===== src/rv_frontend_defs.svh =====
`ifndef RV_FRONTEND_DEFS_SVH
`define RV_FRONTEND_DEFS_SVH

// Address and instruction width
`define RV_XLEN 32

// Reset value of the boot address register
`define RV_BOOT_ADDR 32'h0000_0100

// Configuration register addresses
`define RV_CFG_BOOT 1'b0
`define RV_CFG_CTRL 1'b1

// Fetched instruction counter width
`define RV_TICK_W 16

`endif


===== src/rv_frontend_pkg.sv =====
`default_nettype none

`include "rv_frontend_defs.svh"

package rv_frontend_pkg;

    typedef logic [`RV_XLEN-1:0]   inst_addr_t;   // Program counter
    typedef logic [`RV_XLEN-1:0]   inst_t;        // Instruction word
    typedef logic [`RV_TICK_W-1:0] tick_t;        // Fetch count

    // Instruction class seen by the decoder
    typedef enum logic [3:0] {
        op_lui,
        op_auipc,
        op_jal,
        op_jalr,
        op_branch,
        op_load,
        op_store,
        op_alu_imm,
        op_alu_reg,
        op_system,
        op_compressed,     // Low bits not 11, not expanded
        op_illegal
    } opcode_e;

endpackage

`default_nettype wire


===== src/fetch_bus_if.sv =====
`timescale 1ns/1ps
`default_nettype none

interface fetch_bus_if;

    logic                        valid;        // Slot holds a real instruction
    rv_frontend_pkg::inst_addr_t pc;           // Address of the instruction
    rv_frontend_pkg::inst_t      inst;         // Raw instruction word
    logic                        compressed;   // 16-bit encoding
    rv_frontend_pkg::tick_t      tick;         // Fetch count of this slot

    modport producer (
        output valid,
        output pc,
        output inst,
        output compressed,
        output tick
    );

    modport consumer (
        input valid,
        input pc,
        input inst,
        input compressed,
        input tick
    );

endinterface

`default_nettype wire


===== src/rv_frontend_regs.sv =====
`timescale 1ns/1ps
`default_nettype none

`include "rv_frontend_defs.svh"

module rv_frontend_regs (
    input  logic                        i_clock,
    input  logic                        i_reset,
    input  logic                        i_cfg_write,   // Write strobe
    input  logic                        i_cfg_addr,    // Register select
    input  logic [`RV_XLEN-1:0]         i_cfg_data,
    output rv_frontend_pkg::inst_addr_t o_boot_addr,   // Restart target
    output logic                        o_halt,        // Freezes the front end
    output logic                        o_restart      // One-cycle pulse
);

    always_ff @(posedge i_clock)
    begin
        if (i_reset)
        begin
            o_boot_addr <= `RV_BOOT_ADDR;
            o_halt      <= 1'b0;
            o_restart   <= 1'b0;
        end
        else
        begin
            o_restart <= 1'b0;                     // Default low, pulse only on write
            if (i_cfg_write)
            begin
                case (i_cfg_addr)
                    `RV_CFG_BOOT:
                        o_boot_addr <= i_cfg_data;
                    `RV_CFG_CTRL:
                    begin
                        o_halt    <= i_cfg_data[0];
                        o_restart <= i_cfg_data[1];
                    end
                endcase
            end
        end
    end

endmodule

`default_nettype wire


===== src/rv_fetch_stage.sv =====
`timescale 1ns/1ps
`default_nettype none

`include "rv_frontend_defs.svh"

module rv_fetch_stage (
    input  logic                        i_clock,
    input  logic                        i_reset,
    input  logic                        i_stall,           // Freeze PC and tick
    input  rv_frontend_pkg::inst_addr_t i_boot_addr,
    input  logic                        i_restart,
    input  logic                        i_redirect,        // JAL seen in decode
    input  rv_frontend_pkg::inst_addr_t i_redirect_target,
    input  rv_frontend_pkg::inst_t      i_imem_data,       // Same-cycle memory data
    output rv_frontend_pkg::inst_addr_t o_imem_addr,
    fetch_bus_if.producer               o_bus
);

    rv_frontend_pkg::inst_addr_t pc;
    rv_frontend_pkg::tick_t      tick;
    logic                        compressed;
    logic                        squash;

    assign compressed = i_imem_data[1:0] != 2'b11;
    assign squash     = i_restart | i_redirect;   // Current word is on the wrong path

    always_ff @(posedge i_clock)
    begin
        if (i_reset)
        begin
            pc   <= `RV_BOOT_ADDR;
            tick <= '0;
        end
        else if (i_restart)
            pc <= i_boot_addr;
        else if (i_redirect)
            pc <= i_redirect_target;
        else if (!i_stall)
        begin
            pc   <= pc + rv_frontend_pkg::inst_addr_t'(compressed ? 2 : 4);
            tick <= tick + rv_frontend_pkg::tick_t'(1);
        end
    end

    assign o_imem_addr = pc;

    assign o_bus.valid      = !squash;
    assign o_bus.pc         = pc;
    assign o_bus.inst       = i_imem_data;
    assign o_bus.compressed = compressed;
    assign o_bus.tick       = tick;

endmodule

`default_nettype wire


===== src/rv_pipeline_if_id.sv =====
`timescale 1ns/1ps
`default_nettype none

`include "rv_frontend_defs.svh"

module rv_pipeline_if_id (
    input  logic          i_clock,
    input  logic          i_reset,
    input  logic          i_stall,   // Hold the current slot
    input  logic          i_flush,   // Load a bubble
    fetch_bus_if.consumer i_bus,
    fetch_bus_if.producer o_bus
);

    always_ff @(posedge i_clock)
    begin
        casez ({i_reset, i_flush, i_stall})
            3'b1??:   // Reset
            begin
                o_bus.valid      <= 1'b0;
                o_bus.pc         <= `RV_BOOT_ADDR - 32'd4;   // One slot before boot
                o_bus.inst       <= '0;
                o_bus.compressed <= 1'b0;
                o_bus.tick       <= '0;
            end

            3'b01?:   // Flush
            begin
                o_bus.valid      <= 1'b0;
                o_bus.pc         <= i_bus.pc;
                o_bus.inst       <= '0;
                o_bus.compressed <= 1'b0;
                o_bus.tick       <= i_bus.tick;
            end

            3'b001:   // Stall
            begin
                o_bus.valid      <= o_bus.valid;
                o_bus.pc         <= o_bus.pc;
                o_bus.inst       <= o_bus.inst;
                o_bus.compressed <= o_bus.compressed;
                o_bus.tick       <= o_bus.tick;
            end

            default:  // Normal
            begin
                o_bus.valid      <= i_bus.valid;
                o_bus.pc         <= i_bus.pc;
                o_bus.inst       <= i_bus.inst;
                o_bus.compressed <= i_bus.compressed;
                o_bus.tick       <= i_bus.tick;
            end
        endcase
    end

endmodule

`default_nettype wire


===== src/rv_decode_stage.sv =====
`timescale 1ns/1ps
`default_nettype none

`include "rv_frontend_defs.svh"

module rv_decode_stage (
    input  logic                        i_stall,
    fetch_bus_if.consumer               i_bus,
    output logic                        o_valid,
    output rv_frontend_pkg::inst_addr_t o_pc,
    output rv_frontend_pkg::opcode_e    o_opcode,
    output logic [4:0]                  o_rd,
    output logic [4:0]                  o_rs1,
    output logic [4:0]                  o_rs2,
    output logic [`RV_XLEN-1:0]         o_imm,
    output logic                        o_redirect,        // Also flushes IF/ID
    output rv_frontend_pkg::inst_addr_t o_redirect_target
);

    rv_frontend_pkg::inst_t   inst;
    logic [`RV_XLEN-1:0]      imm_j;

    assign inst = i_bus.inst;

    // Major opcode in bits 6:2
    always_comb
    begin
        if (inst == '0)
            o_opcode = rv_frontend_pkg::op_illegal;
        else if (i_bus.compressed)
            o_opcode = rv_frontend_pkg::op_compressed;
        else
        begin
            case (inst[6:2])
                5'b01101: o_opcode = rv_frontend_pkg::op_lui;
                5'b00101: o_opcode = rv_frontend_pkg::op_auipc;
                5'b11011: o_opcode = rv_frontend_pkg::op_jal;
                5'b11001: o_opcode = rv_frontend_pkg::op_jalr;
                5'b11000: o_opcode = rv_frontend_pkg::op_branch;
                5'b00000: o_opcode = rv_frontend_pkg::op_load;
                5'b01000: o_opcode = rv_frontend_pkg::op_store;
                5'b00100: o_opcode = rv_frontend_pkg::op_alu_imm;
                5'b01100: o_opcode = rv_frontend_pkg::op_alu_reg;
                5'b11100: o_opcode = rv_frontend_pkg::op_system;
                default:  o_opcode = rv_frontend_pkg::op_illegal;
            endcase
        end
    end

    assign imm_j = {{11{inst[31]}}, inst[31], inst[19:12], inst[20], inst[30:21], 1'b0};

    always_comb
    begin
        case (o_opcode)
            rv_frontend_pkg::op_jalr,
            rv_frontend_pkg::op_load,
            rv_frontend_pkg::op_alu_imm,
            rv_frontend_pkg::op_system:           // I-type
                o_imm = {{20{inst[31]}}, inst[31:20]};
            rv_frontend_pkg::op_store:            // S-type
                o_imm = {{20{inst[31]}}, inst[31:25], inst[11:7]};
            rv_frontend_pkg::op_branch:           // B-type
                o_imm = {{19{inst[31]}}, inst[31], inst[7], inst[30:25], inst[11:8], 1'b0};
            rv_frontend_pkg::op_lui,
            rv_frontend_pkg::op_auipc:            // U-type
                o_imm = {inst[31:12], 12'b0};
            rv_frontend_pkg::op_jal:
                o_imm = imm_j;
            default:
                o_imm = '0;                       // No immediate
        endcase
    end

    assign o_valid = i_bus.valid;
    assign o_pc    = i_bus.pc;
    assign o_rd    = inst[11:7];
    assign o_rs1   = inst[19:15];
    assign o_rs2   = inst[24:20];

    // Jump target resolved here, fetch follows on the next edge
    assign o_redirect_target = i_bus.pc + imm_j;
    assign o_redirect        = i_bus.valid && !i_stall &&
                               (o_opcode == rv_frontend_pkg::op_jal);

endmodule

`default_nettype wire


===== src/rv_frontend.sv =====
`timescale 1ns/1ps
`default_nettype none

`include "rv_frontend_defs.svh"

module rv_frontend (
    input  logic                        i_clock,
    input  logic                        i_reset,
    input  logic                        i_stall,
    input  logic                        i_cfg_write,
    input  logic                        i_cfg_addr,
    input  logic [`RV_XLEN-1:0]         i_cfg_data,
    output rv_frontend_pkg::inst_addr_t o_imem_addr,
    input  rv_frontend_pkg::inst_t      i_imem_data,   // Combinational memory read
    output logic                        o_dec_valid,
    output rv_frontend_pkg::inst_addr_t o_dec_pc,
    output rv_frontend_pkg::opcode_e    o_dec_opcode,
    output logic [4:0]                  o_dec_rd,
    output logic [4:0]                  o_dec_rs1,
    output logic [4:0]                  o_dec_rs2,
    output logic [`RV_XLEN-1:0]         o_dec_imm,
    output rv_frontend_pkg::tick_t      o_dec_tick,
    output logic                        o_redirect
);

    rv_frontend_pkg::inst_addr_t boot_addr;
    rv_frontend_pkg::inst_addr_t redirect_target;
    logic                        halt;
    logic                        restart;
    logic                        stall;
    logic                        flush;

    fetch_bus_if if_bus ();
    fetch_bus_if id_bus ();

    assign stall = i_stall | halt;        // Halt acts as a held stall
    assign flush = o_redirect | restart;

    rv_frontend_regs u_regs (
        .i_clock     (i_clock),
        .i_reset     (i_reset),
        .i_cfg_write (i_cfg_write),
        .i_cfg_addr  (i_cfg_addr),
        .i_cfg_data  (i_cfg_data),
        .o_boot_addr (boot_addr),
        .o_halt      (halt),
        .o_restart   (restart)
    );

    rv_fetch_stage u_fetch (
        .i_clock           (i_clock),
        .i_reset           (i_reset),
        .i_stall           (stall),
        .i_boot_addr       (boot_addr),
        .i_restart         (restart),
        .i_redirect        (o_redirect),
        .i_redirect_target (redirect_target),
        .i_imem_data       (i_imem_data),
        .o_imem_addr       (o_imem_addr),
        .o_bus             (if_bus)
    );

    rv_pipeline_if_id u_if_id (
        .i_clock (i_clock),
        .i_reset (i_reset),
        .i_stall (stall),
        .i_flush (flush),
        .i_bus   (if_bus),
        .o_bus   (id_bus)
    );

    rv_decode_stage u_decode (
        .i_stall           (stall),
        .i_bus             (id_bus),
        .o_valid           (o_dec_valid),
        .o_pc              (o_dec_pc),
        .o_opcode          (o_dec_opcode),
        .o_rd              (o_dec_rd),
        .o_rs1             (o_dec_rs1),
        .o_rs2             (o_dec_rs2),
        .o_imm             (o_dec_imm),
        .o_redirect        (o_redirect),
        .o_redirect_target (redirect_target)
    );

    assign o_dec_tick = id_bus.tick;

endmodule

`default_nettype wire


===== config.mk =====
export PLATFORM = sky130hd
export DESIGN_NAME = rv_frontend
export DESIGN_NICKNAME = d
export VERILOG_FILES = /design/src/rv_frontend_pkg.sv /design/src/fetch_bus_if.sv /design/src/rv_frontend_regs.sv /design/src/rv_fetch_stage.sv /design/src/rv_pipeline_if_id.sv /design/src/rv_decode_stage.sv /design/src/rv_frontend.sv
export VERILOG_INCLUDE_DIRS = /design/src
export SDC_FILE = /design/constraint.sdc
export NUM_CORES = 1
export LEC_CHECK = 0
export BUFFER_PORTS_ARGS = -buffer_cell sky130_fd_sc_hd__buf_2
export CAP_MARGIN = 20
export CORE_AREA = 8 8 187 189
export DETAILED_ROUTE_END_ITERATION = 10
export DIE_AREA = 0 0 195 197
export PLACE_DENSITY = 0.58
export SYNTH_ARGS = -nofsm -noshare
export SYNTH_HDL_FRONTEND = slang
export SYNTH_HIERARCHICAL = 1
export SYNTH_SLANG_ARGS = --single-unit

===== constraint.sdc =====
create_clock -name i_clock -period 4.9 [get_ports i_clock]
set_input_delay 0.98 -clock i_clock [delete_from_list [all_inputs] [get_ports i_clock]]
set_output_delay 0.98 -clock i_clock [all_outputs]
set_load 0.005 [all_outputs]

==> results.md, run 1 <==
* Buffer count from post-CTS setup fixing at 0
* CP startpoint: u_if_id/o_bus.inst[3]$_SDFFCE_PP0P_
* Crit path DAT at 3.25 ns
* Cts bufs inserted at 17
* Worst-Margin Slew at 1.06 ns
* Power Dens Cells at 313 nW/um2
* Cell Area, Synth at 11100 um2
* Max cap viols at 0
* WL/cell at 20.8 um
* Post-Syn Nets at 1307
* Total congestion overflow at 0
* Post-synth EDFFs at 82
* Clock root buffer: clkbuf_16
* Worst Setup End Kind: output pin
* Largest net degree at the start of global routing at 100
* Unrepaired setup endpoints after global routing: no
* Clock Tree Buf Depth at 2
* CTS clk-pin slew, worst paths at 0.07 ns
* First-pass GRT wire length at 52800 um
* Number of fillers in the final layout at 3315
* Worst Path Max Fanout at 14
* Initial core utilization at 0.346
* Antenna-violating nets left at 0
* Setup ws final at 0.672 ns
* Placed cell count at 1640
* Core Area at 32000 um2
* Startpoint Class: flip-flop
* Detailed-route via count at 9086
* Post-Layout Cell Count at 1672
* Detailed placement HPWL at 25700 um
* Synth Register Bits at 164
* Max Freq at 0.237 GHz
* First-pass detailed-route iteration total at 5
* # nets final at 1357
* Row count at 66
* Hold buffers post-CTS at 0
* Final GP Congestion at 0.904
* Tcrit/Tclk final at 0.863
* Gr usage total at 0.175
* Pre-CTS setup slack at 0.755 ns
* Sink Count at 164
* R2r worst-path depth at 14
* Final WL at 34700 um
* CP Data Required Time at 3.92 ns
* PortBufs at 201
* Leakage power at 4.94 nW
* Die span in y at 197 um
* DR vias/cell at 5.43
* Commonest cells after routing, fill and taps aside: buf_2 (200), dfxtp_1 (82), edfxtp_1 (82), nor2_1 (73)
* Syn. warnings at 6
* Worst hold-check path type: flip-flop to flip-flop
* Fin. max-slew vios at 0
* Area growth syn-to-layout at 8.76%
* Worst hold endpoint: u_regs/o_boot_addr[24]$_SDFFE_PP0P_
* Cts repair resizes at 0
* Die area at 38400 um2
* Cells along the critical path: inv_1 -> ha_1 -> nand2b_1 -> a31oi_1 -> o21ai_1 -> nand2b_1 -> nor3_1 -> and3b_1 -> buf_2
* Most common cell after layout, fill and taps aside: buf_2
* Hold Path Depth at 2
* H-tree Lvls at 4
* Hold Vio Cnt, Final at 0
* IO Count at 202
* End of the worst register-to-register path: u_fetch/o_bus.pc[30]$_SDFFE_PP0P_
* Cells after Synth at 1201
* Utilization after layout at 0.376
* # setup viols final at 0
* Vias in the first global route at 8810
* Top cell by count, worst path: nand2b_1
* Reg-to-reg startpoint: u_if_id/o_bus.inst[3]$_SDFFCE_PP0P_
* Dominant synthesized flop cell: edfxtp_1
* Ys async rst share at 0
* CP max stage cell: and3b_1
* Final Critical Period at 4.23 ns
* Die W at 195 um
* Setup TNS at 0 ns
* Avg Synthesized Cell Area at 9.22 um2
* CP peak stage delay at 0.54 ns
* Skew final at 0.0108 ns
* Post-synth cell types at 92
* Clk_lat worst skew at 0.43 ns
* Share of layout cells above drive strength 1 at 0.231
* Worst vdd rail ir drop at 0.232 mV
* Initial DRC Count at 817
* Status: finished clean
* Worst Setup Path Type: flip-flop to output pin
* Drt drc at 0
* CTS tree: done
* Worst hold start: u_regs/o_boot_addr[24]$_SDFFE_PP0P_
* Initial antenna violation count at 2
* N_diodes at 0
* Max_slew headroom at 0.290
* R2R setup slack at 0.68 ns
* Register area share after synthesis at 0.371
[worst max-delay path: cells and delay by family, from the launching register on]
family | cells | cell delay (ns)
and+or+nand+nor | 4 | 1.31
buffers and inverters | 2 | 0.34
adders and majority gates | 1 | 0.29
DFF | 1 | 0.41
AOI/OAI and AO/OA | 2 | 0.48
[layout make-up]
class	instances	area (um2)	share of cell area
Timing Repair Buffer	213	1100	0.0912
Clock buffer	19	443	0.0368
Clock inverter	13	110	0.00914
Inverter	22	82.6	0.00686
Multi-Input combinational cell	833	5700	0.473
Tap cell	408	510	0.0424
Sequential cell	164	4100	0.341
[through the flow]
step,total power [mW],hold WS [ns],area [um2]
floorplan,2.26,0.438,11100
global route,3.96,0.488,12000
global placement,2.50,0.453,11500
finish,3.77,0.471,12000
detailed placement,2.51,0.460,11500
CTS,3.81,0.474,12000
[routing by layer]
metal,routed length [um],part of all wire,GRT usage
met4,489,0.014,0.0483
met2,15100,0.43,0.263
met1,16600,0.48,0.242
met5,8,0.00023,0
met3,2540,0.073,0.0491
[synthesized netlist by cell type (all sizes together), types with 4 or more instances]
| cell | number | area share |
|---|---|---|
| edfxtp | 82 | 0.22 |
| nor4 | 19 | 0.014 |
| nand3b | 4 | 0.0038 |
| or3 | 5 | 0.0028 |
| clkbuf | 31 | 0.011 |
| and2 | 13 | 0.0073 |
| xor2 | 24 | 0.019 |
| a22oi | 12 | 0.0081 |
| nand2 | 67 | 0.023 |
| dfxtp | 82 | 0.15 |
| nor2b | 52 | 0.030 |
| nor3b | 35 | 0.024 |
| mux2i | 9 | 0.0085 |
| a21o | 31 | 0.021 |
| a21oi | 70 | 0.033 |
| nor2 | 74 | 0.025 |
| or2 | 9 | 0.0051 |
| ha | 36 | 0.041 |
| nand2b | 41 | 0.023 |
| a21boi | 6 | 0.0044 |
| nor3 | 18 | 0.0096 |
| o22ai | 6 | 0.0034 |
| o21a | 10 | 0.0068 |
| a22o | 5 | 0.0040 |
| o31ai | 5 | 0.0055 |
| nand4 | 25 | 0.016 |
| a31oi | 9 | 0.0056 |
| inv | 22 | 0.0075 |
| nand3 | 26 | 0.013 |
| o211a | 4 | 0.0036 |
| buf | 151 | 0.097 |
| a211oi | 12 | 0.0093 |
| xnor2 | 28 | 0.022 |
| o21ai | 78 | 0.035 |
| nand4bb | 30 | 0.031 |
| o221ai | 4 | 0.0032 |
| and4 | 5 | 0.0040 |
| and3 | 9 | 0.0061 |
| o211ai | 11 | 0.0079 |
[where the power goes]
| group | total [mW] | switching (mW) | leakage (nW) | internal (mW) |
|---|---|---|---|---|
| Clock | 1.29 | 0.608 | 0.277 | 0.680 |
| Sequential | 1.65 | 0.111 | 1.56 | 1.54 |
| Combinational | 0.833 | 0.491 | 3.10 | 0.341 |
[state kept, by name, summed over array words and instances (netlist names), 16 cells and up]
signal and cells:
u_if_id/o_bus.inst 32, u_fetch/o_bus.tick 16, u_regs/o_boot_addr 32, u_if_id/o_bus.tick 16
u_if_id/o_bus.pc 32, u_fetch/o_bus.pc 32
[worst max-delay path by stage]
stage                                                   to  slack, ns  cells after the start
detailed placement       u_fetch/o_bus.pc[30]$_SDFFE_PP0P_       0.75                     14
floorplan           u_if_id/o_bus.compressed$_SDFFCE_PP0P_       0.53                     11
global placement       u_if_id/o_bus.tick[6]$_SDFFCE_PP0P_       0.87                     11
CTS                                             o_redirect       0.65                      9
global route             u_fetch/o_bus.pc[30]$_SDFFE_PP0P_       0.23                     14
finish                                          o_redirect       0.67                      9
[logic make-up after synthesis]
group / synth area share
AND/OR/NAND/NOR: 0.243
AO/OA/AOI/OAI: 0.177
buffers and inverters: 0.115
flip-flops: 0.371
XOR/XNOR: 0.0411
adder cells (fa/ha/maj): 0.0435
multiplexers: 0.00949
Power figures use the tool's default switching activity.
==> run 2, diff against run 1 <==
==> constraint.sdc (replaced) <==
create_clock -name i_clock -period 4.9 [get_ports i_clock]
set_input_delay 0.49 -clock i_clock [delete_from_list [all_inputs] [get_ports i_clock]]
set_output_delay 0.49 -clock i_clock [all_outputs]
set_load 0.005 [all_outputs]
==> run 2 against run 1 <==
Net effect:
- sequential share of layout area down 0.14 points
- first-iteration DRC count grew 2.0%
- highest routed layer is now met4
- combinational power hardly changed
- maximum frequency increased by 15%
- clock power increased by 5%
==> results.md, run 2 (synthesis gave the netlist of run 1 again) <==
* First-pass GRT wire length at 52600 um (-0.30%)
* PortBufs at 201 (unchanged)
* Worst vdd rail ir drop at 0.245 mV (+5.7%)
* Unrepaired setup endpoints after global routing: no
* Skew final at 0.0118 ns (+0.00105 ns)
* Most common cell after layout, fill and taps aside: buf_2
* Hold Vio Cnt, Final at 0 (unchanged)
* IO Count at 202 (unchanged)
* Initial DRC Count at 833 (+2.0%)
* Worst Path Max Fanout at 14 (unchanged)
* Gr usage total at 0.174 (-0.000259)
* R2r worst-path depth at 15 (+1)
* Top cell by count, worst path: inv_1
* Clock Tree Buf Depth at 2 (unchanged)
* Buffer count from post-CTS setup fixing at 0 (unchanged)
* Initial antenna violation count at 0 (-2)
* N_diodes at 0 (unchanged)
* Worst Setup Path Type: flip-flop to flip-flop
* Antenna-violating nets left at 0 (unchanged)
* CP max stage cell: edfxtp_1
* Share of layout cells above drive strength 1 at 0.231 (-0.000365)
* Hold Path Depth at 3 (+1)
* Startpoint Class: flip-flop
* Die span in y at 197 um (unchanged)
* Reg-to-reg startpoint: u_if_id/o_bus.inst[3]$_SDFFCE_PP0P_
* Drt drc at 0 (unchanged)
* Status: finished clean
* Worst Setup End Kind: flip-flop
* CTS tree: done
* CP peak stage delay at 0.41 ns (-0.13 ns)
* Placed cell count at 1642 (+0.12%)
* Final WL at 34900 um (+0.53%)
* DR vias/cell at 5.40 (-0.56%)
* Row count at 66 (unchanged)
* Vias in the first global route at 8750 (-0.68%)
* Commonest cells after routing, fill and taps aside: buf_2 (200), dfxtp_1 (82), edfxtp_1 (82), nor2_1 (73)
* Cells along the critical path: inv_1 -> ha_1 -> nand2b_1 -> a31oi_1 -> o21ai_1 -> buf_4 -> nand2b_1 -> nor3_1 -> and3b_1 -> inv_1 -> nand2_1 -> inv_1 -> and2_1 -> or3_1 -> o22ai_1
* CP startpoint: u_if_id/o_bus.inst[3]$_SDFFCE_PP0P_
* Largest net degree at the start of global routing at 93 (-7.0%)
* CTS clk-pin slew, worst paths at 0.07 ns (about the same)
* Delay-heaviest family, CP: simple AND/OR/NAND/NOR gates
* # setup viols final at 0 (unchanged)
* CP Data Required Time at 5.26 ns (+1.34 ns)
* Initial core utilization at 0.346 (unchanged)
* Worst hold start: i_cfg_data[8]
* Hold buffers post-CTS at 0 (unchanged)
* H-tree Lvls at 4 (unchanged)
* Final Critical Period at 3.68 ns (-0.547 ns)
* Tcrit/Tclk final at 0.751 (-0.112)
* # nets final at 1359 (+0.15%)
* Detailed placement HPWL at 25700 um (+0.10%)
* Cts bufs inserted at 17 (unchanged)
* Crit path buf inv count at 4 (+2)
* Critical path depth in cells at 15 (+6)
* Fin. max-slew vios at 0 (unchanged)
* Die W at 195 um (unchanged)
* Post-Layout Cell Count at 1674 (+0.12%)
* Worst-Margin Slew at 0.818 ns (-0.246 ns)
* Leakage power at 4.97 nW (+0.54%)
* Cts repair resizes at 0 (unchanged)
* Max Freq at 0.272 GHz (+15%)
* Die area at 38400 um2 (unchanged)
* Power Dens Cells at 318 nW/um2 (+1.6%)
* Core Area at 32000 um2 (unchanged)
* Worst hold-check path type: primary input to flip-flop
* Sink Count at 164 (unchanged)
* Max cap viols at 0 (unchanged)
* Crit path DAT at 4.04 ns (+0.79 ns)
* Detailed-route via count at 9046 (-0.44%)
* Area growth syn-to-layout at 9.22%
* First-pass detailed-route iteration total at 5 (unchanged)
* Final GP Congestion at 0.910 (+0.67%)
* Max_slew headroom at 0.452 (+0.162)
* Setup TNS at 0 ns (unchanged)
* Total congestion overflow at 0 (unchanged)
* WL/cell at 20.8 um (+0.41%)
* Clock root buffer: clkbuf_16
* Clk_lat worst skew at 0.44 ns (about the same)
-- run 2: cell types whose count changed in the layout (fill, tap and decap cells not counted) --
cell       delta
inv_1         +1
clkbuf_1      +2
bufinv_16     +1
buf_12        +1
clkbuf_16     +1
clkinv_4      -1
clkbuf_8      -1
clkinv_2      -1
inv_8         -1
clkinv_1      -1
buf_4         +1
-- run 2: report_power, final --
part	leakage (nW)	internal, mW	switching, mW	total (mW)
clock network	0.288	0.746	0.617	1.36
registers	1.56	1.54	0.110	1.65
logic	3.12	0.345	0.491	0.836
-- run 2: per-layer routing --
metal | global-route usage | vias up | wire (um)
met1 | 0.246 | 4337 | 16700
met2 | 0.262 | 320 | 15100
met5 | 0 | - | 0
li1 | - | 4368 | -
met4 | 0.0441 | 0 | 439
met3 | 0.0445 | 21 | 2600
-- run 2: final cells by class --
| class | instances | area, um2 |
|---|---|---|
| sequential | 164 | 4100 |
| fill | 3283 | 19900 |
| multi-input combinational | 833 | 5700 |
| clock inverter | 11 | 115 |
| clock buffer | 21 | 462 |
| tap | 408 | 510 |
| inverter | 22 | 82.6 |
| timing repair buffer | 215 | 1130 |
-- run 2: worst reg2reg max path: cells and delay by family (launching register included) --
| family | cells | cell delay (ns) |
|---|---|---|
| compound gates | 3 | 0.37 |
| fa+ha+maj | 1 | 0.28 |
| buf+inv | 4 | 0.66 |
| flops | 1 | 0.41 |
| simple gates | 7 | 1.88 |
-- run 2: path summary, 6_finish.rpt --
path                                        endpoint  slack, ns
setup / recovery   u_fetch/o_bus.pc[30]$_SDFFE_PP0P_       1.22
hold / removal    u_regs/o_boot_addr[8]$_SDFFE_PP1P_       0.32
setup reg to reg   u_fetch/o_bus.pc[30]$_SDFFE_PP0P_       1.22
hold reg to reg   u_regs/o_boot_addr[9]$_SDFFE_PP0P_       0.47
-- run 2: through the flow --
step	setup WS (ns)	power (mW)	hold WS [ns]	utilization	cell area, um2
2_1_floorplan	0.532	2.26	0.438	-	11100
3_3_place_gp	1.37	2.51	0.457	0.360	11500
3_5_place_dp	1.30	2.51	0.461	0.360	11500
4_1_cts	1.26	3.88	0.298	0.378	12100
5_1_grt	0.918	4.01	0.319	0.378	12100
6_report	1.22	3.85	0.324	0.378	12100
==> run 3, diff against run 2 <==
- ABC_AREA: default -> 1
- CORE_AREA: 8 8 187 189 -> 8 8 195 197
- DIE_AREA: 0 0 195 197 -> 0 0 203 205
- clock period: 4.9 -> 3.75 ns (I/O delays scaled with it)
==> run 3 against run 2 <==
Net effect:
- via count is 20% higher
- utilization fell by 0.094 points
- worst hold slack got worse by 0.11 ns
- critical path depth down 2
- count of clock-buffer cells in the layout is 1 lower
- cell count is 36% higher
- sequential cell count did not move
- clock skew grew 0.0030 ns
- total power up 32%
- register-to-register slack worse by 0.71 ns
==> results.md, run 3 <==
* DR vias/cell at 4.77 (-12%)
* Core Area at 35000 um2 (+9.1%)
* Synth area leaders: edfxtp_1 (20%), dfxtp_1 (14%), nand2_1 (11%)
* Hold Vio Cnt, Final at 0 (unchanged)
* Initial core utilization at 0.345 (about the same)
* Startpoint Class: flip-flop
* Commonest cells after routing, fill and taps aside: nand2_1 (357), nor2_1 (307), inv_1 (223), buf_2 (201), nand3_1 (111)
* Hold Path Depth at 3 (unchanged)
* Cts repair resizes at 0 (unchanged)
* PortBufs at 201 (unchanged)
* Cells along the critical path: inv_1 -> ha_1 -> nand2_2 -> nand3_1 -> nand2_2 -> nor2_8 -> nand4_4 -> nor3b_2 -> inv_1 -> nand2_1 -> inv_1 -> nand2_2 -> nor2_1
* Dominant synthesized flop cell: edfxtp_1
* Share of the synthesized area in the top cell type at 0.204 (-0.0184)
* First-pass GRT wire length at 58100 um (+10%)
* Cell Area, Synth at 12100 um2 (+9.0%)
* Crit path buf inv count at 3 (-1)
* IO Count at 202 (unchanged)
* H-tree Lvls at 4 (unchanged)
* Worst Setup Path Type: flip-flop to flip-flop
* Leakage power at 6.37 nW (+28%)
* Tcrit/Tclk final at 0.863 (+0.112)
* Max_slew headroom at 0.459 (+0.00717)
* Final GP Congestion at 0.888 (-2.5%)
* Cts bufs inserted at 17 (unchanged)
* Worst vdd rail ir drop at 0.300 mV (+22%)
* Post-Syn Nets at 1841 (+41%)
* Detailed placement HPWL at 30200 um (+17%)
* Gr usage total at 0.176 (+0.00139)
* Antenna-violating nets left at 0 (unchanged)
* First-pass detailed-route iteration total at 5 (unchanged)
* CTS tree: done
* Critical path depth in cells at 13 (-2)
* Power Dens Cells at 387 nW/um2 (+22%)
* Top cells by count, synth: nand2_1 (357), nor2_1 (308), inv_1 (223)
* Worst Path Max Fanout at 34 (+20)
* Count leader, synth: nand2_1
* Status: finished clean
* Max Freq at 0.309 GHz (+14%)
* CTS clk-pin slew, worst paths at 0.07 ns (about the same)
* # nets final at 1906 (+40%)
* Clock root buffer: clkbuf_16
* Area after DPL at 12600 um2 (+9.4%)
* # setup viols final at 0 (unchanged)
* CP Data Required Time at 3.90 ns (-1.36 ns)
* CP max stage cell: nand2_2
* Seq pwr share at 0.422 (-0.006)
* Most common cell after layout, fill and taps aside: nand2_1
* WL/cell at 16.7 um (-20%)
* Total congestion overflow at 0 (unchanged)
* Avg Synthesized Cell Area at 6.96 um2 (-25%)
* Combinational power share at 0.240 (+0.023)
* Detailed-route via count at 10800 (+20%)
* Register area share after synthesis at 0.340 (-0.0307)
* Drt drc at 0 (unchanged)
* Final WL at 38100 um (+9.1%)
* Row count at 69 (+4.5%)
* Initial DRC Count at 790 (-5.2%)
* Delay-heaviest family, CP: simple AND/OR/NAND/NOR gates
* Crit path DAT at 3.39 ns (-0.65 ns)
* Ys async rst share at 0 (unchanged)
* Setup TNS at 0 ns (unchanged)
* Int Pwr at 3.38 mW (+28%)
* Part of the power in the clock network at 0.338 (-0.016)
* Post-synth EDFFs at 82 (unchanged)
* Sink Count at 164 (unchanged)
* Cell area after layout at 13200 um2 (+8.9%)
* Skew final at 0.0148 ns (+0.00299 ns)
* Fin. max-slew vios at 0 (unchanged)
* Tot Pwr at 5.09 mW (+32%)
* Unrepaired setup endpoints after global routing: no
* Max cap viols at 0 (unchanged)
* Area growth syn-to-layout at 9.03%
* Share of layout cells above drive strength 1 at 0.192 (-0.0387)
* R2r worst-path depth at 13 (-2)
* Clock Tree Buf Depth at 2 (unchanged)
* N_diodes at 0 (unchanged)
* Cells after Synth at 1735 (+44%)
* Largest net degree at the start of global routing at 70 (-25%)
* Post-synth cell types at 52 (-43%)
* Final Critical Period at 3.24 ns (-0.443 ns)
* CP peak stage delay at 0.55 ns (+0.14 ns)
* Die W at 203 um (+4.1%)
* Worst Setup End Kind: flip-flop
* Hold buffers post-CTS at 0 (unchanged)
* Initial antenna violation count at 0 (unchanged)
* P_sw at 1.72 mW (+41%)
* Syn. warnings at 6 (unchanged)
* Die span in y at 205 um (+4.1%)
* Vias in the first global route at 10400 (+19%)
* Worst-Margin Slew at 0.810 ns (-0.00862 ns)
* Synth Register Bits at 164 (unchanged)
* Cell taking the most area after synthesis: edfxtp_1
* Buffer count from post-CTS setup fixing at 0 (unchanged)
* Clk_lat worst skew at 0.44 ns (about the same)
* Switching share of power at 0.337 (+0.0202)
* Die area at 41600 um2 (+8.3%)
* Worst hold-check path type: primary input to flip-flop
## run 3: cell types whose count changed in the layout (fill, tap and decap cells not counted), sizes merged, moves of 33 or more
cell	delta
nor3b	-33
inv	+219
nand3	+107
nor2	+256
a21oi	+45
nand2b	-41
nor2b	-52
nand2	+303
## run 3: worst paths after layout
| check | slack (ns) | end | from |
|---|---|---|---|
| max | 0.51 | u_if_id/o_bus.inst[31]$_SDFFCE_PP0P_ | u_if_id/o_bus.inst[3]$_SDFFCE_PP0P_ |
| min | 0.21 | u_regs/o_boot_addr[8]$_SDFFE_PP1P_ | i_cfg_data[8] |
| min reg2reg | 0.48 | u_regs/o_halt$_SDFFE_PP0P_ | u_regs/o_halt$_SDFFE_PP0P_ |
| max reg2reg | 0.51 | u_if_id/o_bus.inst[31]$_SDFFCE_PP0P_ | u_if_id/o_bus.inst[3]$_SDFFCE_PP0P_ |
## run 3: power groups by stage
stage          logic [mW]  clock network (mW)  registers, mW
3_3_place_gp         1.22                   0           2.19
5_1_grt              1.37                1.82           2.16
3_5_place_dp         1.22                   0           2.19
6_report             1.22                1.72           2.15
2_1_floorplan       0.912                   0           2.13
4_1_cts              1.23                1.76           2.15
## run 3: kinds of logic after synthesis
| family | Yosys count | share of synthesized area |
|---|---|---|
| AOI/OAI and AO/OA | 190 | 0.0860 |
| buffers and inverters | 407 | 0.175 |
| and+or+nand+nor | 907 | 0.339 |
| xor gates and xnor gates | 30 | 0.0218 |
| adders and majority gates | 37 | 0.0390 |
| DFF | 164 | 0.340 |
## run 3: per-layer routing
| layer | wire length, um | share of wire | GRT usage | up-vias |
|---|---|---|---|---|
| met4 | 672 | 0.018 | 0.0495 | 0 |
| met1 | 17900 | 0.47 | 0.233 | 4951 |
| met3 | 2100 | 0.055 | 0.0327 | 37 |
| li1 | - | - | - | 5543 |
| met5 | 0 | 0 | 0 | - |
| met2 | 17400 | 0.46 | 0.289 | 318 |
## run 3: final cells by class
type / count / area, um2
clock buffers: 20 / 478
multi-input cells: 1164 / 5890
inverters: 244 / 920
clock inverters: 12 / 87.6
repair buffers: 209 / 1120
well taps: 461 / 577
fillers: 3771 / 21800
flip-flops and latches: 164 / 4100
## run 3: stage by stage
stage	worst slack [ns]	std cells	util	hold WS, ns
after floorplan	0.331	1735	-	0.433
after global placement	0.692	2242	0.360	0.456
after detailed placement	0.502	2242	0.360	0.467
after CTS	0.495	2274	0.377	0.192
after global routing	0.255	2274	0.377	0.216
final	0.512	2274	0.377	0.212
## run 3: tightest hold or removal path: stages
cell and delay, ns:
buf_2 0.10, nand3_1 0.07, nand3_1 0.07
